--- config.mk ---
export PLATFORM = sky130hd
export DESIGN_NAME = word_fifo
export DESIGN_NICKNAME = d
export VERILOG_FILES = /design/src/cnn_accel_macros.svh /design/src/word_fifo.sv
export SDC_FILE = /design/constraint.sdc
export NUM_CORES = 1
export LEC_CHECK = 0
export BUFFER_PORTS_ARGS = -buffer_cell sky130_fd_sc_hd__buf_2
export CORE_ASPECT_RATIO = 0.8
export CORE_MARGIN = 8
export CORE_UTILIZATION = 30
export DETAILED_ROUTE_END_ITERATION = 8
export GPL_ROUTABILITY_DRIVEN = 0
export PLACE_DENSITY = 0.53
export SLEW_MARGIN = 10
export SYNTH_ARGS = -nofsm -noshare
export SYNTH_HDL_FRONTEND = slang
export SYNTH_SLANG_ARGS = --single-unit
--- constraint.sdc ---
create_clock -name okClk -period 5.5 [get_ports okClk]
set_input_delay 0 -clock okClk [delete_from_list [all_inputs] [get_ports okClk]]
set_output_delay 0 -clock okClk [all_outputs]
set_load 0.05 [all_outputs]
--- src/cnn_accel_macros.svh ---
`ifndef CNN_ACCEL_MACROS_SVH
`define CNN_ACCEL_MACROS_SVH

// fifo sizes in 32-bit words
`define CMD_FIFO_DEPTH  16
`define OPND_FIFO_DEPTH 64
`define RES_FIFO_DEPTH  16
`define BUF_HEADROOM    4   // margin below full for the space flags

// ------------------------------
// register map
// ------------------------------
`define REG_CTRL   8'h00
`define REG_CMD    8'h04
`define REG_DATA   8'h08
`define REG_WEIG   8'h0C
`define REG_BIAS   8'h10
`define REG_RESULT 8'h14
`define REG_STATUS 8'h18
`define REG_IRQ    8'h1C

`endif

--- src/word_fifo.sv ---
`timescale 1ns/1ps

module word_fifo #(
	parameter int DEPTH = 16
) (
	input  logic                           okClk,
	input  logic                           i_arst_n,
	input  logic                           i_flush,
	input  logic                           i_push,
	input  logic [31:0]                    i_wdata,
	input  logic                           i_pop,
	output logic [31:0]                    o_rdata,
	output logic                           o_empty,
	output logic                           o_full,
	output logic [$clog2(DEPTH+1)-1:0]     o_count
);

	logic [31:0]              mem [DEPTH];
	logic [$clog2(DEPTH)-1:0] wr_ptr_q;
	logic [$clog2(DEPTH)-1:0] rd_ptr_q;
	logic                     do_push;
	logic                     do_pop;

	assign o_empty = (o_count == '0);
	assign o_full  = (o_count == DEPTH);
	assign do_push = i_push && !o_full;      // push on full is dropped
	assign do_pop  = i_pop && !o_empty;
	assign o_rdata = mem[rd_ptr_q];          // show-ahead head word

	always_ff @(posedge okClk or negedge i_arst_n) begin
		if (!i_arst_n) begin
			wr_ptr_q <= '0;
			rd_ptr_q <= '0;
			o_count  <= '0;
		end else if (i_flush) begin
			wr_ptr_q <= '0;
			rd_ptr_q <= '0;
			o_count  <= '0;
		end else begin
			if (do_push)
				wr_ptr_q <= wr_ptr_q + 1'b1;   // wraps, depth is a power of two
			if (do_pop)
				rd_ptr_q <= rd_ptr_q + 1'b1;
			if (do_push && !do_pop)
				o_count <= o_count + 1'b1;
			else if (do_pop && !do_push)
				o_count <= o_count - 1'b1;
		end
	end

	always_ff @(posedge okClk) begin
		if (do_push)
			mem[wr_ptr_q] <= i_wdata;
	end

endmodule
### Yosys cells after proc, flatten, opt, wreduce, memory -nomap -nowiden

Memory sizes are Yosys's and may differ from the RTL's.
Cells that the tools add are included.
W data, S select, Z words.

| word-level totals | value |
|---|---|
| bits in registers | 13 |
| memory bits (writable) | 512 |
| bits of input ports | 37 |
| output and inout port bits | 39 |
| word-level logic and storage cells | 30 |
| memories | 1 |

Memory list:

| name | words | width | rd ports | clocked after Yosys merged registers in | write ports | RTL line | RTL |
|---|---|---|---|---|---|---|---|
| mem | 16 | 32 | 1 | 0 | 1 | word_fifo.sv:18 | `logic [31:0] mem [DEPTH];` |

| cells by class | value |
|---|---|
| add/subtract/negate cells | 4 |
| eq/ne operators | 1 |
| muxes and demuxes | 9 |
| reduce and logical (&&, ||, !) cells | 12 |

Operators by type and width:

| kind | count |
|---|---|
| $mux W4 | 4 |
| $mux W5 | 3 |
| $add A4 B1 Y4 const B | 2 |
| $add A5 B1 Y5 const B | 1 |
| $eq A5 B5 Y1 const B | 1 |
| $logic_not A5 Y1 | 1 |
| $sub A5 B1 Y5 const B | 1 |
| $logic_and A1 B1 Y1 | 4 |
| $logic_not A1 Y1 | 4 |
| $reduce_bool A2 Y1 | 2 |
| $reduce_bool A3 Y1 | 1 |
| $mux W1 | 2 |

### Depth between registers and ports, before layout

Gate-level depths: netlist of the first run.

| logic depth | value |
|---|---|
| word-level depth | 8 |
| mapped depth | 8 |
| gate-level depth less buffers | 8 |

### Worst setup path before layout of the first run

No wires, ideal clock.

| timing path | value |
|---|---|
| path kind | flip-flop to flip-flop |
| start | reg o_count[0] |
| end | mem mem[0][0], enable pin |
| setup time | 461 ps |
| arrival | 3670 ps |
| required time | 5039 ps |
| setup slack | 1369 ps |
| cell stages (with the launch flop) | 5 |
| buffers on the path | 0 |
| period minus slack after synthesis | 4131 ps |
| cells stage by stage | dfrtp_1 nor4_1 a21boi_1 nand2_1 nor3_1 |

| between the ends | value |
|---|---|
| word-level cells in the longest chain between the ends | 5 |

RTL lines:

| item | RTL line | RTL |
|---|---|---|
| from (decl) | word_fifo.sv:15 | `output logic [$clog2(DEPTH+1)-1:0] o_count` |
| from (signal assigned) | word_fifo.sv:45 | `o_count <= o_count + 1'b1;` |
| from (signal assigned) | word_fifo.sv:47 | `o_count <= o_count - 1'b1;` |
| $eq A5 B5 Y1 | word_fifo.sv:25 | `assign o_full = (o_count == DEPTH);` |
| $logic_not A1 Y1 | word_fifo.sv:26 | `assign do_push = i_push && !o_full;` |
| $logic_and A1 B1 Y1 | word_fifo.sv:26 |  |
| $mux W1 | word_fifo.sv:52 | `if (do_push)` |
| $mux W1 (implied by the code) | word_fifo.sv:53 | `mem[wr_ptr_q] <= i_wdata;` |
| to (decl) | word_fifo.sv:18 |  |

No other way between the ends.

### Worst setup path after layout of the first run

| timing path | value |
|---|---|
| start | reg rd_ptr_q[0] |
| end | out o_rdata[17] |

| between the ends | value |
|---|---|
| word-level cells in the longest chain between the ends | 1 |

RTL lines:

| item | RTL line | RTL |
|---|---|---|
| from (decl) | word_fifo.sv:20 | `logic [$clog2(DEPTH)-1:0] rd_ptr_q;` |
| from (signal assigned) | word_fifo.sv:43 | `rd_ptr_q <= rd_ptr_q + 1'b1;` |
| $mem_v2 Z16 W32 | n/a |  |
| to (decl) | word_fifo.sv:12 | `output logic [31:0] o_rdata,` |

No other way between the ends.

==> results of run 1 <==
-- power by group --
part	internal, uW	leakage (uW)	switching, uW	total [uW]
registers	4510	0.00479	168	4680
clock network	1910	0.000777	1470	3380
logic	879	0.00173	1180	2060
-- cell type report --
| type | instances | area, um^2 |
|---|---|---|
| fillers | 6130 | 43300 |
| flip-flops and latches | 525 | 15700 |
| multi-input cells | 252 | 4330 |
| clock buffers | 65 | 1370 |
| well taps | 870 | 1090 |
| repair buffers | 135 | 971 |
| clock inverters | 30 | 226 |
| inverters | 4 | 15.0 |
| diodes | 3 | 7.51 |
-- registers in the layout, summed over array words and instances, names as in the netlist --
name      flops
o_count       5
mem         512
wr_ptr_q      4
rd_ptr_q      4
-- cell usage in the layout, fill, tap and decap left out, types with 3 or more instances in the layout --
master	count
edfxtp_1	512
mux4_2	160
buf_2	75
clkbuf_16	53
dlygate4sd3_1	38
buf_4	18
clkinv_1	16
nor2_1	13
nor2_4	12
clkbuf_1	12
ha_1	9
dfrtp_1	9
nand2_1	6
xor2_1	5
nand3_1	5
a21oi_1	5
clkinv_2	5
inv_1	4
nor3_2	4
inv_6	4
buf_12	4
diode_2	3
nand2b_1	3
mux2i_1	3
mux2_1	3
o211ai_1	3
bufinv_16	3
dfrtp_4	3
-- metrics by stage --
step / cell area, um^2 / power [uW] / utilization (%)
after floorplan: 20200 / 6310 / -
after global placement: 21700 / 6840 / 32.4
after detailed placement: 21700 / 6860 / 32.4
after CTS: 23700 / 10300 / 35.4
after global routing: 23700 / 10500 / 35.4
final: 23700 / 10100 / 35.4
-- synth_stat cells, drive strengths merged, types with 2 or more instances --
library cell	count	share of area, %
o21ai	2	0.050
nand3	5	0.12
nor3	4	0.099
dfrtp	13	1.6
inv	4	0.074
buf	27	0.95
o211ai	4	0.17
xnor2	2	0.087
and3	2	0.062
a21o	2	0.074
ha	9	0.56
nand2b	3	0.093
a21oi	5	0.12
mux2i	3	0.15
nor2	25	0.46
clkbuf	17	0.32
mux2	3	0.17
xor2	5	0.22
mux4	160	18
edfxtp	512	76
a21boi	3	0.11
nand2	6	0.11
-- per-layer routing --
metal | global-route usage [%] | wire, um
met5 | 0 | 10
met4 | 3.47 | 916
met3 | 2.51 | 2310
met2 | 19.4 | 21900
met1 | 17.1 | 21100
-- final timing paths --
kind                                         start                       to  slack, ns  depth (start not counted)
min in group asynchronous                 i_arst_n   o_count[1]$_DFFE_PN0P_       0.50                          3
max reg2reg                 o_count[0]$_DFFE_PN0P_     mem[13][9]$_DFFE_PP_       2.42                          5
max in group asynchronous                 i_arst_n  rd_ptr_q[1]$_DFFE_PN0P_       4.53                          3
min reg2reg                 o_count[3]$_DFFE_PN0P_   o_count[3]$_DFFE_PN0P_       0.62                          2
max                        rd_ptr_q[0]$_DFFE_PN0P_              o_rdata[17]       1.92                          4
min                                        i_flush  wr_ptr_q[0]$_DFFE_PN0P_       0.34                          3
-- logic make-up after synthesis --
logic type,count (synthesis)
buffers and inverters,48
adder cells (fa/ha/maj),10
XOR/XNOR,7
multiplexers,166
flip-flops,525
AND/OR/NAND/NOR,48
AO/OA/AOI/OAI,21
-- worst max-delay path, cell delays in order (launching register included) --
cell and delay (ns):
dfrtp_4 0.87, buf_12 0.53, mux4_2 0.60, mux4_2 0.57, buf_2 0.25
==> flow_summary.ini, run 1 <==
[job]
cap_violations = 0

[critical_path]
cp.arrival_ns = 3.58
endpoint_kind = output port
path_class = reg -> out
cp.required_ns = 5.50
path_max_fanout = 78
cp-start-kind = register

[timing]
max_freq_ghz = 0.279
max_slew.worst_pin.slew_ns = 1.13
rsz0062_at_grt = no
setup_slack_ns = 1.92
fin_crit_ns = 3.58
hold_viol_final = 0
fin_crit_sh_pct = 65.1
fin_worst_skew_ns = 0.0131
hold_ws_ns = 0.336
tns_ns = 0
slew_headroom_pct = 24.6
finalSetupViolCount = 0
drv_slew = 0

[place]
dp_slack_ns = 2.40
dp_hpwl_um = 25100
port_buffers = 75
dp.cells = 1748

[finish]
instances_no_fill = 1884
drive_above_1_share_pct = 34.1
area_delta_synth_final_pct = 17.5
num-nets-final = 1017

[power]
p_per_area_nw_per_um2 = 426
leakagePower_uw = 0.00730
vdd_drop_max_mv = 0.275

[yosys]
yosys.area_share.simple_pct = 1.05
syn_nets = 872
netlist_area_um2 = 20200
yosysWarningCount = 0
synth_mux_area_share_pct = 18.2
synth_compound_area_share_pct = 0.743
synth-seq-cells = 525
synth-seq-area-share_pct = 77.7
synth_top_family_by_area = multiplexers
synthFlopType = edfxtp_1
synth.avg_cell_area_um2 = 24.5
yosys.area_share.adder_pct = 0.657
synth_xor_area_share_pct = 0.304
synthArstFlopShare_pct = 2.48
synthCells = 825
synth_edf_count = 512
synth.distinct_cells = 37

[detailed_routing]
wire_per_inst_um = 24.5
routed_via_density = 4.85
totalWireLength_um = 46200
first_iter_violations = 857
dr.pass1.iters = 4
postRouteAntennaNets = 0
drc = 0
num_vias = 9139

[floorplan]
core_area_um2 = 67000
die_h_um = 248
die-area_um2 = 75900
pin_count = 76
die_x_um = 306
start_util_pct = 30.1
fp-row-count = 85

[global_route]
grt_pass1_wl_um = 68500
overflow = 0
grt_start_max_net_pins = 79
grtUsageTotal_pct = 12.2
antenna_found_initial = 4
grt_pass1_vias = 9760

[clocking]
cts.clk_slew.worst_paths_ns = 0.06
cts_resized = 0
holdBufCountCts = 38
cts_tree = built
cts.sinks = 525
htreeDepth = 2
cts-root-buf = clkbuf_16
post_cts_buffers = 0
clk_path_buf_depth = 3
clock_latency_ns = 0.59
numCtsBuffers = 52

[hold_path]
hp-class = in -> reg

[run_status]
status = complete, no violations
Power figures use the tool's default switching activity.
==> run 2: changes to the inputs <==
--- a/config.mk
+++ b/config.mk
@@ -5,13 +5,14 @@
 export SDC_FILE = /design/constraint.sdc
 export NUM_CORES = 1
 export LEC_CHECK = 0
+export ABC_AREA = 1
 export BUFFER_PORTS_ARGS = -buffer_cell sky130_fd_sc_hd__buf_2
 export CORE_ASPECT_RATIO = 0.8
 export CORE_MARGIN = 8
 export CORE_UTILIZATION = 30
 export DETAILED_ROUTE_END_ITERATION = 8
 export GPL_ROUTABILITY_DRIVEN = 0
-export PLACE_DENSITY = 0.53
+export PLACE_DENSITY = 0.54
 export SLEW_MARGIN = 10
 export SYNTH_ARGS = -nofsm -noshare
 export SYNTH_HDL_FRONTEND = slang
==> constraint.sdc (replaced) <==
create_clock -name okClk -period 2.95 [get_ports okClk]
set_input_delay 0 -clock okClk [delete_from_list [all_inputs] [get_ports okClk]]
set_output_delay 0 -clock okClk [all_outputs]
set_load 0.05 [all_outputs]
==> flow_summary.ini, run 2 <==
[global_route]
overflow = 0
antenna_found_initial = 0
grt_start_max_net_pins = 174
grtUsageTotal_pct = 13.4
grt_pass1_vias = 13139
grt_pass1_wl_um = 82800

[detailed_routing]
first_iter_violations = 1380
postRouteAntennaNets = 0
dr.pass1.iters = 7
wire_per_inst_um = 20.3
routed_via_density = 4.87
drc = 0
totalWireLength_um = 54600
num_vias = 13109

[power]
switching_share_pct = 32.8
combPwrFrac_pct = 24.2
p_seq_share_pct = 43.7
p_clk_share_pct = 32.1
leakagePower_uw = 0.00799
vdd_drop_max_mv = 0.556
finalPower_uw = 19500
p_int_uw = 13100
p_switching_uw = 6410
p_per_area_nw_per_um2 = 790

[floorplan]
die_x_um = 312
pin_count = 76
die-area_um2 = 78800
die_h_um = 253
start_util_pct = 30.4
fp-row-count = 86
core_area_um2 = 69100

[clocking]
clk_path_buf_depth = 3
cts.clk_slew.worst_paths_ns = 0.06
numCtsBuffers = 51
clock_latency_ns = 0.59
cts_tree = built
cts_resized = 0
htreeDepth = 2
cts.sinks = 525
cts-root-buf = clkbuf_16

[place]
port_buffers = 75
dp_hpwl_um = 29700

[timing]
slew_headroom_pct = 48.2
fin_worst_skew_ns = 0.0144
hold_viol_final = 0
fin_crit_sh_pct = 93.6
drv_slew = 0
fin_crit_ns = 2.76
max_slew.worst_pin.slew_ns = 0.777
finalSetupViolCount = 0
max_freq_ghz = 0.362
rsz0062_at_grt = no
tns_ns = 0

[finish]
multi_input_area_um2 = 4770
final_common_cell = edfxtp_1
final_cell_mix = 512 x edfxtp_1, 338 x nor2_1, 239 x o21ai_0
fillers = 6722
drive_above_1_share_pct = 12.7
diodes = 0
largest-register = mem
regArea_um2 = 15700
final_util_pct = 35.8
top_regs = mem (512), o_count (5)
num-nets-final = 1775
largest_reg_flops = 512
area_delta_synth_final_pct = 17.5

[yosys]
syn_nets = 1666
synthCells = 1619
synth.avg_cell_area_um2 = 13.0
yosys-top-cells-area = edfxtp_1 73%, nor2_1 6.3%, o21ai_0 5.7%, o211ai_1 4.6%, nand3_1 1.8%
yosysTopAreaCell = edfxtp_1
synth.distinct_cells = 23
yosysWarningCount = 0
yosysMostFrequentCell = edfxtp_1
synth_edf_count = 512
synthFlopType = edfxtp_1
synth-seq-cells = 525
synth.top_cell.area_share_pct = 73.2
synth.cells.most_frequent = 512 x edfxtp_1, 354 x nor2_1, 239 x o21ai_0
synthArstFlopShare_pct = 2.48
synth-seq-area-share_pct = 74.7
netlist_area_um2 = 21000

[critical_path]
r2r_end = mem[3][30]$_DFFE_PP_
worstSetupEndpoint = o_rdata[9]
path_buf_inv = 2
timing.critical_path.max_delay_family = buffers and inverters
cp-start-kind = register
cp.required_ns = 2.95
reg2reg_slack_ns = 0.57
path_class = reg -> out
endpoint_kind = output port
worstRegToRegCells = 7
startpoint = rd_ptr_q[0]$_DFFE_PN0P_
crit_chain = buf_12 -> o21ai_0 -> o211ai_1 -> nand3_1 -> nand2_1 -> buf_2
max_stage_delay_ns = 0.49
timing.rr.start = o_count[0]$_DFFE_PN0P_
cp.arrival_ns = 2.76
crit_slowest_cell = buf_12
critical_path_depth = 6
path_max_fanout = 173

[job]
cap_violations = 0

[run_status]
status = complete, no violations

[hold_path]
hp-class = in -> reg
## run 2: cell count changes after synthesis, sizes merged, moves of 4 or more
cell | before | now
a21oi | 5 | 27
buf | 27 | 48
clkbuf | 17 | 60
inv | 4 | 39
mux4 | 160 | 0
nand2 | 6 | 70
nand3 | 5 | 77
nand4 | 0 | 6
nor2 | 25 | 364
nor3 | 4 | 0
o211ai | 4 | 128
o21ai | 2 | 261
## run 2: area by class of cell
class                   count  area share [%]
clock buffers              63            5.35
clock inverters            31           0.988
inverters                  39           0.623
multi-input cells         947            19.3
flip-flops and latches    525            63.6
well taps                 924            4.68
repair buffers            164            5.47
## run 2: through the flow
step | std cells | hold WS (ns) | area (um^2) | setup slack [ns]
2_1_floorplan | 1619 | -0.296 | 21000 | -0.111
3_3_place_gp | 2561 | -0.0770 | 22800 | 0.621
3_5_place_dp | 2561 | -0.0782 | 22800 | 0.556
4_1_cts | 2693 | 0.252 | 24700 | 0.138
5_1_grt | 2693 | 0.287 | 24700 | 0.0152
6_report | 2693 | 0.284 | 24700 | 0.189
## run 2: cell families after synthesis
| family | count (synthesis) | share of synthesized area, % |
|---|---|---|
| buffers and inverters | 147 | 3.19 |
| AND/OR/NAND/NOR | 517 | 9.88 |
| adder cells (fa/ha/maj) | 10 | 0.631 |
| XOR/XNOR | 4 | 0.167 |
| flip-flops | 525 | 74.7 |
| AO/OA/AOI/OAI | 416 | 11.4 |
## run 2: power by group through the flow
stage | logic, uW | registers, uW | clock network [uW]
after floorplan | 3290 | 8720 | 0
after global placement | 4710 | 8680 | 0
after detailed placement | 4750 | 8690 | 0
after CTS | 4820 | 8530 | 6420
after global routing | 5230 | 8550 | 6690
final | 4730 | 8530 | 6260
## run 2: repair_timing
| action | CTS | global route |
|---|---|---|
| hold buffers | 38 | 0 |
| buffers inserted | 0 | 0 |
| endpoints found under the hold margin | 538 | 0 |
| setup endpoints to repair | 0 | 0 |
## run 2: worst register-to-register path: stages, from the launching register on
cell and delay [ns]:
dfrtp_1 0.48, nor2_1 0.11, nand3_1 0.09, nand2_1 0.11, inv_2 0.16, nand2_1 0.27, nor2_4 0.60, buf_12 0.25
## run 2: worst min-delay path by stage
| stage | from | endpoint | slack [ns] | cells after the start |
|---|---|---|---|---|
| final | i_flush | wr_ptr_q[2]$_DFFE_PN0P_ | 0.28 | 3 |
| after global routing | i_flush | wr_ptr_q[2]$_DFFE_PN0P_ | 0.29 | 3 |
| after CTS | i_flush | wr_ptr_q[2]$_DFFE_PN0P_ | 0.25 | 3 |
| after detailed placement | i_arst_n | o_count[0]$_DFFE_PN0P_ | -0.08 | 1 |
| after global placement | i_arst_n | o_count[0]$_DFFE_PN0P_ | -0.08 | 1 |
| after floorplan | i_arst_n | o_count[0]$_DFFE_PN0P_ | -0.30 | 0 |
## run 2: metal layers
| metal | track usage, % | vias to the layer above | routed length [um] |
|---|---|---|---|
| met4 | 3.40 | 0 | 989 |
| li1 | - | 6153 | - |
| met5 | 0 | - | 0 |
| met1 | 19.1 | 6578 | 25800 |
| met2 | 21.3 | 307 | 25100 |
| met3 | 2.26 | 71 | 2690 |
==> run 3: changes to the inputs <==
--- a/config.mk
+++ b/config.mk
@@ -5,7 +5,6 @@
 export SDC_FILE = /design/constraint.sdc
 export NUM_CORES = 1
 export LEC_CHECK = 0
-export ABC_AREA = 1
 export BUFFER_PORTS_ARGS = -buffer_cell sky130_fd_sc_hd__buf_2
 export CORE_ASPECT_RATIO = 0.8
 export CORE_MARGIN = 8
==> flow_summary.ini, run 3 (same netlist as run 1, synthesis figures left out) <==
[global_route]
grt.met3_usage_pct = 2.31
grt_pass1_wl_um = 67900
met2_usage_pct = 18.6
overflow = 0
grtUsageTotal_pct = 12.0
grt_start_max_net_pins = 56
antenna_found_initial = 2
grt_pass1_vias = 10028
busiest_layer = met2
met1_usage_pct = 17.4

[finish]
diodes = 0
area_delta_synth_final_pct = 20.0
regArea_um2 = 15700
drive_above_1_share_pct = 36.6
largest_reg_flops = 512
largest-register = mem
fillers = 6112
top_regs = mem (512), o_count (5)
final_util_pct = 36.2
final_common_cell = edfxtp_1
num-nets-final = 1043
final_cell_mix = 512 x edfxtp_1, 160 x mux4_2, 75 x buf_2
multi_input_area_um2 = 4370
instances_no_fill = 1907

[clocking]
htreeDepth = 2
clk_path_buf_depth = 3
cts_tree = built
clock_latency_ns = 0.60
cts-root-buf = clkbuf_16
numCtsBuffers = 52
cts.clk_slew.worst_paths_ns = 0.06
cts.sinks = 525

[detailed_routing]
totalWireLength_um = 45300
postRouteAntennaNets = 0
wire_per_inst_um = 23.8
drc = 0
dr.pass1.iters = 5
num_vias = 9178
routed_via_density = 4.81
first_iter_violations = 759

[critical_path]
crit_chain = o41ai_1 -> nand2_1 -> fa_1 -> a21o_1 -> a2111oi_1 -> o21ai_0 -> a31oi_1
endpoint_kind = register
path_buf_inv = 0
max_stage_delay_ns = 0.53
cp-start-kind = register
cp.arrival_ns = 3.34
path_max_fanout = 8
crit_slowest_cell = o41ai_1
cp.required_ns = 3.45
timing.critical_path.max_delay_family = compound AO/OA/AOI/OAI gates
path_class = reg -> reg

[run_status]
status = complete, no violations

[floorplan]
core_area_um2 = 67000
pin_count = 76
die_h_um = 248
fp-row-count = 85
die_x_um = 306
die-area_um2 = 75900
start_util_pct = 30.1

[place]
port_buffers = 75
dp.cells = 1771
dp_hpwl_um = 26300

[timing]
fin_crit_ns = 2.85
max_slew.worst_pin.slew_ns = 1.02
drv_slew = 0
rsz0062_at_grt = no
finalSetupViolCount = 0
tns_ns = 0
fin_worst_skew_ns = 0.0321
slew_headroom_pct = 31.8
max_freq_ghz = 0.351
hold_viol_final = 0
fin_crit_sh_pct = 96.4

[job]
cap_violations = 0

[hold_path]
hp-class = in -> reg

[power]
p_per_area_nw_per_um2 = 810
leakagePower_uw = 0.00753
vdd_drop_max_mv = 0.470
finalPower_uw = 19600
[run 3: area by class of cell]
class                      count  area share (%)
sequential                   525            64.8
timing repair buffer         161            5.33
clock buffer                  61            5.59
inverter                       4          0.0619
tap                          870            4.49
clock inverter                34            1.71
multi-input combinational    252            18.0
[run 3: power by group]
part | internal, uW | switching [uW]
combinational | 1780 | 2460
sequential | 8410 | 132
clock | 4070 | 2790
total | 14300 | 5370
[run 3: timing repair]
| action | 4_1_cts | 5_1_grt |
|---|---|---|
| hold buffers | 37 | 0 |
| setup endpoints to repair | 20 | 1 |
| hold endpoints to repair | 538 | 0 |
| resized for setup | 1 | 2 |
| setup buffers | 4 | 0 |
[run 3: final timing paths]
path	from	end	slack (ns)	cells past startpoint
min reg2reg	wr_ptr_q[1]$_DFFE_PN0P_	wr_ptr_q[1]$_DFFE_PN0P_	0.60	2
max reg2reg	o_count[0]$_DFFE_PN0P_	o_count[4]$_DFFE_PN0P_	0.10	7
min in group asynchronous	i_arst_n	o_count[2]$_DFFE_PN0P_	0.51	3
max	o_count[0]$_DFFE_PN0P_	o_count[4]$_DFFE_PN0P_	0.10	7
min	i_wdata[3]	mem[0][3]$_DFFE_PP_	0.34	2
max in group asynchronous	i_arst_n	rd_ptr_q[0]$_DFFE_PN0P_	1.96	3
[run 3: per-stage QoR]
step	hold slack (ns)	area, um^2	setup slack [ns]
floorplan	-0.296	20200	-0.329
global route	0.335	24200	0.0192
global placement	-0.0819	22000	0.0991
CTS	0.298	24200	0.0494
finish	0.336	24200	0.105
detailed placement	-0.0805	22000	0.0858
[run 3: metal layers]
metal	part of all wire [%]	vias to the layer above	wire [um]
met5	0.051	-	23
met4	1.6	4	740
met3	5.0	63	2250
met2	46	209	20900
met1	47	4999	21500
li1	-	3903	-
